===== config.mk =====
export PLATFORM = sky130hd
export DESIGN_NAME = exe_top
export DESIGN_NICKNAME = d
export VERILOG_FILES = /design/src/verilog/exe_pkg.sv /design/src/verilog/exe_bus_if.sv /design/src/verilog/pipe_register.sv /design/src/verilog/exe_decode.sv /design/src/verilog/exe_alu.sv /design/src/verilog/exe_commit.sv /design/src/verilog/exe_top.sv
export SDC_FILE = /design/constraint.sdc
export NUM_CORES = 2
export LEC_CHECK = 0
export BUFFER_PORTS_ARGS = -buffer_cell sky130_fd_sc_hd__buf_2
export CAP_MARGIN = 20
export CORE_UTILIZATION = 30
export CTS_CLUSTER_DIAMETER = 50
export DETAILED_ROUTE_END_ITERATION = 8
export HOLD_SLACK_MARGIN = 0.06
export SYNTH_ARGS = -nofsm -noshare
export SYNTH_HDL_FRONTEND = slang
export SYNTH_SLANG_ARGS = --single-unit

===== constraint.sdc =====
create_clock -name clk -period 14.2 [get_ports clk]
set_clock_uncertainty 0.1 [all_clocks]
set_input_delay 0.71 -clock clk [delete_from_list [all_inputs] [get_ports clk]]
set_output_delay 0.71 -clock clk [all_outputs]
set_load 0.1 [all_outputs]

===== src/verilog/exe_pkg.sv =====
// Shared width types, the internal ALU operation enum and pipeline depth constants
package exe_pkg;

    // Operand and result word of one lane
    typedef logic [31:0] word_t;

    // Destination register number
    typedef logic [4:0] reg_num_t;

    // Immediate field as sent by the host, sign-extended in decode
    typedef logic [11:0] imm_t;

    // Opcode field as sent by the host
    typedef logic [2:0] opcode_t;

    // Wrapping count of retired instructions
    typedef logic [15:0] retire_count_t;

    // Internal operations, in the same order as the host opcodes
    typedef enum logic [2:0] {
        op_add,
        op_sub,
        op_and,
        op_or,
        op_xor,
        op_sll,
        op_srl,
        op_mul
    } alu_op_t;

    // Number of execute stages, set by the two-stage multiplier
    localparam int mul_depth = 2;

    // Issue to writeback in cycles when nothing stalls
    // One decode stage, the execute stages and one commit stage
    localparam int exe_latency = mul_depth + 2;

endpackage


===== src/verilog/exe_bus_if.sv =====
// Decoded instruction bundle between the decode and execute stages
`timescale 1ns/1ps

interface exe_bus_if;
    import exe_pkg::*;

    logic     valid;
    alu_op_t  op;
    reg_num_t rd;
    word_t    a;
    // Second operand, already replaced by the immediate where selected
    word_t    b;

    modport src (
        output valid,
        output op,
        output rd,
        output a,
        output b
    );

    modport dst (
        input valid,
        input op,
        input rd,
        input a,
        input b
    );

endinterface


===== src/verilog/pipe_register.sv =====
// Parameterized pipe register with shared enable, partial reset and configurable depth
`timescale 1ns/1ps

module pipe_register #(
    parameter int data_width  = 1,
    parameter int reset_width = 0,
    parameter int depth       = 1
) (
    input  logic                  clk,
    input  logic                  reset,
    input  logic                  enable,
    input  logic [data_width-1:0] data_in,
    output logic [data_width-1:0] data_out
);

    if (depth == 0) begin : g_wire
        assign data_out = data_in;
    end else if (depth == 1) begin : g_single
        if (reset_width == 0) begin : g_no_reset
            logic [data_width-1:0] value;

            always_ff @(posedge clk) begin
                if (enable) begin
                    value <= data_in;
                end
            end
            assign data_out = value;
        end else if (reset_width == data_width) begin : g_full_reset
            logic [data_width-1:0] value;

            always_ff @(posedge clk) begin
                if (reset) begin
                    value <= '0;
                end else if (enable) begin
                    value <= data_in;
                end
            end
            assign data_out = value;
        end else begin : g_split_reset
            // Only the control bits at the top are cleared, the payload below is not
            logic [reset_width-1:0]            value_r;
            logic [data_width-reset_width-1:0] value_d;

            always_ff @(posedge clk) begin
                if (reset) begin
                    value_r <= '0;
                end else if (enable) begin
                    value_r <= data_in[data_width-1:data_width-reset_width];
                end
            end

            always_ff @(posedge clk) begin
                if (enable) begin
                    value_d <= data_in[data_width-reset_width-1:0];
                end
            end
            assign data_out = {value_r, value_d};
        end
    end else begin : g_chain
        logic [depth:0][data_width-1:0] chain;

        assign chain[0] = data_in;
        for (genvar i = 1; i <= depth; i++) begin : g_stage
            pipe_register #(
                .data_width  (data_width),
                .reset_width (reset_width),
                .depth       (1)
            ) stage_reg (
                .clk      (clk),
                .reset    (reset),
                .enable   (enable),
                .data_in  (chain[i-1]),
                .data_out (chain[i])
            );
        end
        assign data_out = chain[depth];
    end

endmodule


===== src/verilog/exe_decode.sv =====
// Decode stage: opcode mapping, immediate select and the decode pipe register
`timescale 1ns/1ps

module exe_decode (
    input  logic              clk,
    input  logic              reset,
    input  logic              enable,
    input  logic              in_valid,
    input  exe_pkg::opcode_t  in_opcode,
    input  exe_pkg::reg_num_t in_rd,
    input  exe_pkg::word_t    in_a,
    input  exe_pkg::word_t    in_b,
    input  exe_pkg::imm_t     in_imm,
    input  logic              in_imm_sel,
    exe_bus_if.src            dec
);
    import exe_pkg::*;

    alu_op_t op;
    word_t   b_sel;

    // Valid bit on top, then op, rd, a and b
    logic [2*$bits(word_t)+$bits(reg_num_t)+$bits(alu_op_t):0] dec_d;
    logic [2*$bits(word_t)+$bits(reg_num_t)+$bits(alu_op_t):0] dec_q;
    logic [$bits(alu_op_t)-1:0] op_bits;

    always_comb begin
        case (in_opcode)
            3'd0: op = op_add;
            3'd1: op = op_sub;
            3'd2: op = op_and;
            3'd3: op = op_or;
            3'd4: op = op_xor;
            3'd5: op = op_sll;
            3'd6: op = op_srl;
            default: op = op_mul;
        endcase
    end

    // The immediate is signed, so its top bit fills the upper word
    assign b_sel = in_imm_sel ? {{($bits(word_t)-$bits(imm_t)){in_imm[$bits(imm_t)-1]}}, in_imm}
                              : in_b;

    assign dec_d = {in_valid, op, in_rd, in_a, b_sel};

    pipe_register #(
        .data_width  ($bits(dec_d)),
        .reset_width (1),
        .depth       (1)
    ) dec_reg (
        .clk      (clk),
        .reset    (reset),
        .enable   (enable),
        .data_in  (dec_d),
        .data_out (dec_q)
    );

    assign {dec.valid, op_bits, dec.rd, dec.a, dec.b} = dec_q;
    assign dec.op = alu_op_t'(op_bits);

endmodule


===== src/verilog/exe_alu.sv =====
// Execute stages: single-cycle operations, two-stage multiplier and the result delay chain
`timescale 1ns/1ps

module exe_alu (
    input  logic               clk,
    input  logic               reset,
    input  logic               enable,
    exe_bus_if.dst             dec,
    output logic               res_valid,
    output exe_pkg::reg_num_t  res_rd,
    output exe_pkg::word_t     res_data
);
    import exe_pkg::*;

    word_t alu_result;
    logic  is_mul;

    // Multiplier partial products and their sum
    word_t pp_lo;
    word_t pp_hi;
    word_t pp_lo_q;
    word_t pp_hi_q;
    word_t mul_sum;
    word_t mul_q;

    // Delay chain word: valid, multiply select, rd and the early result
    logic [$bits(reg_num_t)+$bits(word_t)+1:0] pad_d;
    logic [$bits(reg_num_t)+$bits(word_t)+1:0] pad_q;
    logic  mul_sel;
    word_t pad_result;

    always_comb begin
        case (dec.op)
            op_add:  alu_result = dec.a + dec.b;
            op_sub:  alu_result = dec.a - dec.b;
            op_and:  alu_result = dec.a & dec.b;
            op_or:   alu_result = dec.a | dec.b;
            op_xor:  alu_result = dec.a ^ dec.b;
            op_sll:  alu_result = dec.a << dec.b[4:0];
            op_srl:  alu_result = dec.a >> dec.b[4:0];
            default: alu_result = '0;
        endcase
    end

    assign is_mul = (dec.op == op_mul);

    // Only the low word of the product is kept, so each partial is cut to 32 bits
    assign pp_lo = dec.a * {16'b0, dec.b[15:0]};
    assign pp_hi = dec.a * {16'b0, dec.b[31:16]};

    pipe_register #(
        .data_width  (2 * $bits(word_t)),
        .reset_width (0),
        .depth       (1)
    ) pp_reg (
        .clk      (clk),
        .reset    (reset),
        .enable   (enable),
        .data_in  ({pp_lo, pp_hi}),
        .data_out ({pp_lo_q, pp_hi_q})
    );

    assign mul_sum = pp_lo_q + (pp_hi_q << 16);

    // The sum fills the remaining execute stages
    pipe_register #(
        .data_width  ($bits(word_t)),
        .reset_width (0),
        .depth       (mul_depth - 1)
    ) mul_reg (
        .clk      (clk),
        .reset    (reset),
        .enable   (enable),
        .data_in  (mul_sum),
        .data_out (mul_q)
    );

    assign pad_d = {dec.valid, is_mul, dec.rd, alu_result};

    pipe_register #(
        .data_width  ($bits(pad_d)),
        .reset_width (1),
        .depth       (mul_depth)
    ) pad_reg (
        .clk      (clk),
        .reset    (reset),
        .enable   (enable),
        .data_in  (pad_d),
        .data_out (pad_q)
    );

    assign {res_valid, mul_sel, res_rd, pad_result} = pad_q;

    assign res_data = mul_sel ? mul_q : pad_result;

endmodule


===== src/verilog/exe_commit.sv =====
// Commit stage: register-0 write filter, writeback register and retirement counter
`timescale 1ns/1ps

module exe_commit (
    input  logic                   clk,
    input  logic                   reset,
    input  logic                   enable,
    input  logic                   res_valid,
    input  exe_pkg::reg_num_t      res_rd,
    input  exe_pkg::word_t         res_data,
    output logic                   wb_valid,
    output exe_pkg::reg_num_t      wb_rd,
    output exe_pkg::word_t         wb_data,
    output exe_pkg::retire_count_t retire_count
);
    import exe_pkg::*;

    logic          write_en;
    retire_count_t count;

    // Register 0 is hardwired, so its writes never reach the host
    assign write_en = res_valid && (res_rd != '0);

    pipe_register #(
        .data_width  (1 + $bits(reg_num_t) + $bits(word_t)),
        .reset_width (1),
        .depth       (1)
    ) wb_reg (
        .clk      (clk),
        .reset    (reset),
        .enable   (enable),
        .data_in  ({write_en, res_rd, res_data}),
        .data_out ({wb_valid, wb_rd, wb_data})
    );

    // Every valid result retires, dropped register-0 writes included
    always_ff @(posedge clk) begin
        if (reset) begin
            count <= '0;
        end else if (enable && res_valid) begin
            count <= count + 1'b1;
        end
    end

    assign retire_count = count;

endmodule


===== src/verilog/exe_top.sv =====
// Top level of the execute pipeline: stage instances and the stall-to-enable inversion
`timescale 1ns/1ps

module exe_top (
    input  logic                   clk,
    input  logic                   reset,
    input  logic                   in_valid,
    input  exe_pkg::opcode_t       in_opcode,
    input  exe_pkg::reg_num_t      in_rd,
    input  exe_pkg::word_t         in_a,
    input  exe_pkg::word_t         in_b,
    input  exe_pkg::imm_t          in_imm,
    input  logic                   in_imm_sel,
    input  logic                   stall,
    output logic                   wb_valid,
    output exe_pkg::reg_num_t      wb_rd,
    output exe_pkg::word_t         wb_data,
    output exe_pkg::retire_count_t retire_count
);
    import exe_pkg::*;

    logic     enable;
    logic     res_valid;
    reg_num_t res_rd;
    word_t    res_data;

    // One global stall freezes all stages together
    assign enable = ~stall;

    exe_bus_if dec_bus ();

    exe_decode decode (
        .clk        (clk),
        .reset      (reset),
        .enable     (enable),
        .in_valid   (in_valid),
        .in_opcode  (in_opcode),
        .in_rd      (in_rd),
        .in_a       (in_a),
        .in_b       (in_b),
        .in_imm     (in_imm),
        .in_imm_sel (in_imm_sel),
        .dec        (dec_bus.src)
    );

    exe_alu alu (
        .clk       (clk),
        .reset     (reset),
        .enable    (enable),
        .dec       (dec_bus.dst),
        .res_valid (res_valid),
        .res_rd    (res_rd),
        .res_data  (res_data)
    );

    exe_commit commit (
        .clk          (clk),
        .reset        (reset),
        .enable       (enable),
        .res_valid    (res_valid),
        .res_rd       (res_rd),
        .res_data     (res_data),
        .wb_valid     (wb_valid),
        .wb_rd        (wb_rd),
        .wb_data      (wb_data),
        .retire_count (retire_count)
    );

endmodule


==> run summary <==
Status: complete, no violations
FMAX: 125 MHz
Dominant synthesized flop cell: edfxtp_1
CP startpoint kind: flip-flop
Vias in the first global route: 24,700
H-tree lvl count: 2
Final GP Congestion: 1.01
Max-cap viol count: 0
Syn_nets: 4,064
Hpwl dp: 82,800 um
Initial core utilization: 0.302
Setup_tns: 0 ns
CTS clk-pin slew, worst paths: 0.06 ns
DR iter-0 viols: 2,605
First-pass GRT wire length: 164,000 um
Library cells used by synthesis: 78
Fin nets: 4,122
Ant diodes: 0
CTS Hold Bufs: 0
Synth Cell Area: 0.0323 sq mm
Initial antenna violation count: 3
Sequential area share after synthesis: 0.259
Placed cell area: 0.0345 sq mm
Dpl ws: 6.33 ns
Core Region: 0.107 sq mm
CTS Root Cell: clkbuf_16
Max-slew headroom: 0.231
Yosys warning count: 0
DP Cell Count: 4,783
Worst-skew pair later-pin latency: 0.59 ns
Seq cells post-synth: 285
Number of routed nets with antenna violations: 0
Critical path capture point type: flip-flop
Total CTS buffers: 37
Die Y: 330 um
Tot GR Track Use: 0.203
Avg Inst Size Synth: 9.61 sq um
Hold_sp: in_a[16]
Crit-path max FO: 22
Gr ovfl total: 0
Design area: 0.0358 sq mm
RSZ-0062 raised after global routing: false
Reg-to-reg critical path startpoint: decode.dec_reg.g_single.g_split_reset.value_d[34]
Worst-Margin Slew: 1.15 ns
PortBufs: 142
Count of final setup violators: 0
Residual DRC: 0
CTS tree: built
Routed vias/inst: 5.26
Post_cts resized: 0
Post-DR wirelength/cell: 22.9 um
Hold crit path type: input pin to flip-flop
Critical Path RT: 14.48 ns
Die X: 330 um
Setup Crit Path Kind: flip-flop to flip-flop
Worst setup slack after layout: 6.21 ns
Min Tclk post-route: 7.99 ns
Via count: 25,500
Gate count after technology mapping: 3,362
CP Launch Point: decode.dec_reg.g_single.g_split_reset.value_d[34]
DRT Pass-1 Iters: 6
Final non-filler cell total: 4,851
EDFF count, synth: 265
Share of post-route cells with drive strength above 1: 0.112
Largest net degree at the start of global routing: 122
Row count: 120
Critical Path AT: 8.27 ns
Sink Count: 285
Most frequent cells in the layout: inv_1 (540), fa_1 (386), nor2_1 (382)
Routed WL: 111,000 um
Longest Clk Path Bufs: 3
Final Hold Vio Count: 0
Most common library cell in the layout ignoring fill and taps: inv_1
Synthesis-to-layout area growth: 11.0%
Slew Viols, Final: 0
# IOs: 143
Postcts setup bufs: 0
Final Cycle Share: 0.563
Post-synth ARST share: 0
Die area: 0.109 sq mm
-- cells by family (layout without fill, tap and decap cells) --
kind of cell / Yosys count / in the layout / synth area share
xor gates and xnor gates: 166 / 166 / 0.0450
and+or+nand+nor: 920 / 920 / 0.119
buffers and inverters: 746 / 832 / 0.0876
adders and majority gates: 613 / 613 / 0.327
AOI/OAI and AO/OA: 479 / 479 / 0.0953
muxes: 153 / 153 / 0.0675
DFF: 285 / 285 / 0.259
-- stage by stage --
step | util | hold WS [ns]
after floorplan | - | 0.300
after global placement | 0.323 | 0.301
after detailed placement | 0.323 | 0.305
after CTS | 0.335 | 0.164
after global routing | 0.335 | 0.174
final | 0.335 | 0.191
-- Yosys cell counts, types with 8 or more instances --
| cell | number | share of area |
|---|---|---|
| inv_1 | 541 | 0.063 |
| fa_1 | 386 | 0.24 |
| nor2_1 | 383 | 0.045 |
| nand2_1 | 368 | 0.043 |
| edfxtp_1 | 265 | 0.25 |
| ha_1 | 227 | 0.088 |
| clkbuf_1 | 137 | 0.016 |
| xnor2_1 | 132 | 0.036 |
| o21ai_0 | 122 | 0.019 |
| a21oi_1 | 114 | 0.018 |
| mux2i_1 | 58 | 0.018 |
| mux2_2 | 48 | 0.017 |
| mux4_2 | 47 | 0.033 |
| a22oi_1 | 40 | 0.0093 |
| nor3_1 | 40 | 0.0062 |
| xor2_1 | 34 | 0.0092 |
| nand3_1 | 33 | 0.0051 |
| o22ai_1 | 33 | 0.0064 |
| buf_1 | 32 | 0.0037 |
| a21o_1 | 29 | 0.0067 |
| dfxtp_1 | 20 | 0.012 |
| or3_1 | 19 | 0.0037 |
| buf_2 | 15 | 0.0023 |
| o21a_1 | 14 | 0.0033 |
| clkinv_1 | 13 | 0.0015 |
| o211ai_1 | 13 | 0.0030 |
| a211oi_1 | 12 | 0.0028 |
| nor2b_1 | 11 | 0.0021 |
| o21bai_1 | 11 | 0.0026 |
| a211o_1 | 10 | 0.0027 |
| and2_1 | 10 | 0.0019 |
| and3_1 | 10 | 0.0019 |
| a221oi_1 | 8 | 0.0022 |
| a31oi_1 | 8 | 0.0015 |
| o221ai_1 | 8 | 0.0022 |
-- critical path, cell delays in order (launching register included) --
cell	delay [ns]
edfxtp_1	1.06
inv_1	0.81
nor2_1	0.33
fa_1	0.46
fa_1	0.50
ha_1	0.14
inv_1	0.05
fa_1	0.46
fa_1	0.54
inv_1	0.04
fa_1	0.43
ha_1	0.25
or4_1	0.49
a311oi_1	0.29
nor3b_1	0.15
o21ai_2	0.34
a31oi_1	0.28
a41oi_1	0.44
or4b_1	0.47
o311ai_0	0.12
-- layer usage --
| layer | vias up | routed length [um] | global-route usage |
|---|---|---|---|
| met5 | - | 20 | 0 |
| met4 | 2 | 3870 | 0.0645 |
| met3 | 199 | 12800 | 0.0557 |
| met2 | 1459 | 46800 | 0.298 |
| met1 | 12700 | 47700 | 0.289 |
| li1 | 11100 | - | - |
-- cell type report --
| cell class | instances | area [sq um] |
|---|---|---|
| fillers | 11000 | 71100 |
| multi-input cells | 2331 | 21100 |
| flip-flops and latches | 285 | 8360 |
| inverters | 560 | 2110 |
| well taps | 1403 | 1760 |
| repair buffers | 205 | 1210 |
| clock buffers | 39 | 933 |
| clock inverters | 28 | 359 |
-- path summary, 6_finish.rpt --
path	endpoint	slack, ns	depth (start not counted)
setup / recovery	alu.pp_reg.data_out[60]	6.21	19
setup reg to reg	alu.pp_reg.data_out[60]	6.21	19
hold / removal	decode.dec_reg.g_single.g_split_reset.value_d[48]	0.19	1
hold reg to reg	flip-flop	0.32	0
Power is left out: the tool's default activity adds up to more than one toggle a clock period on the data nets, which glitch-free logic cannot reach.
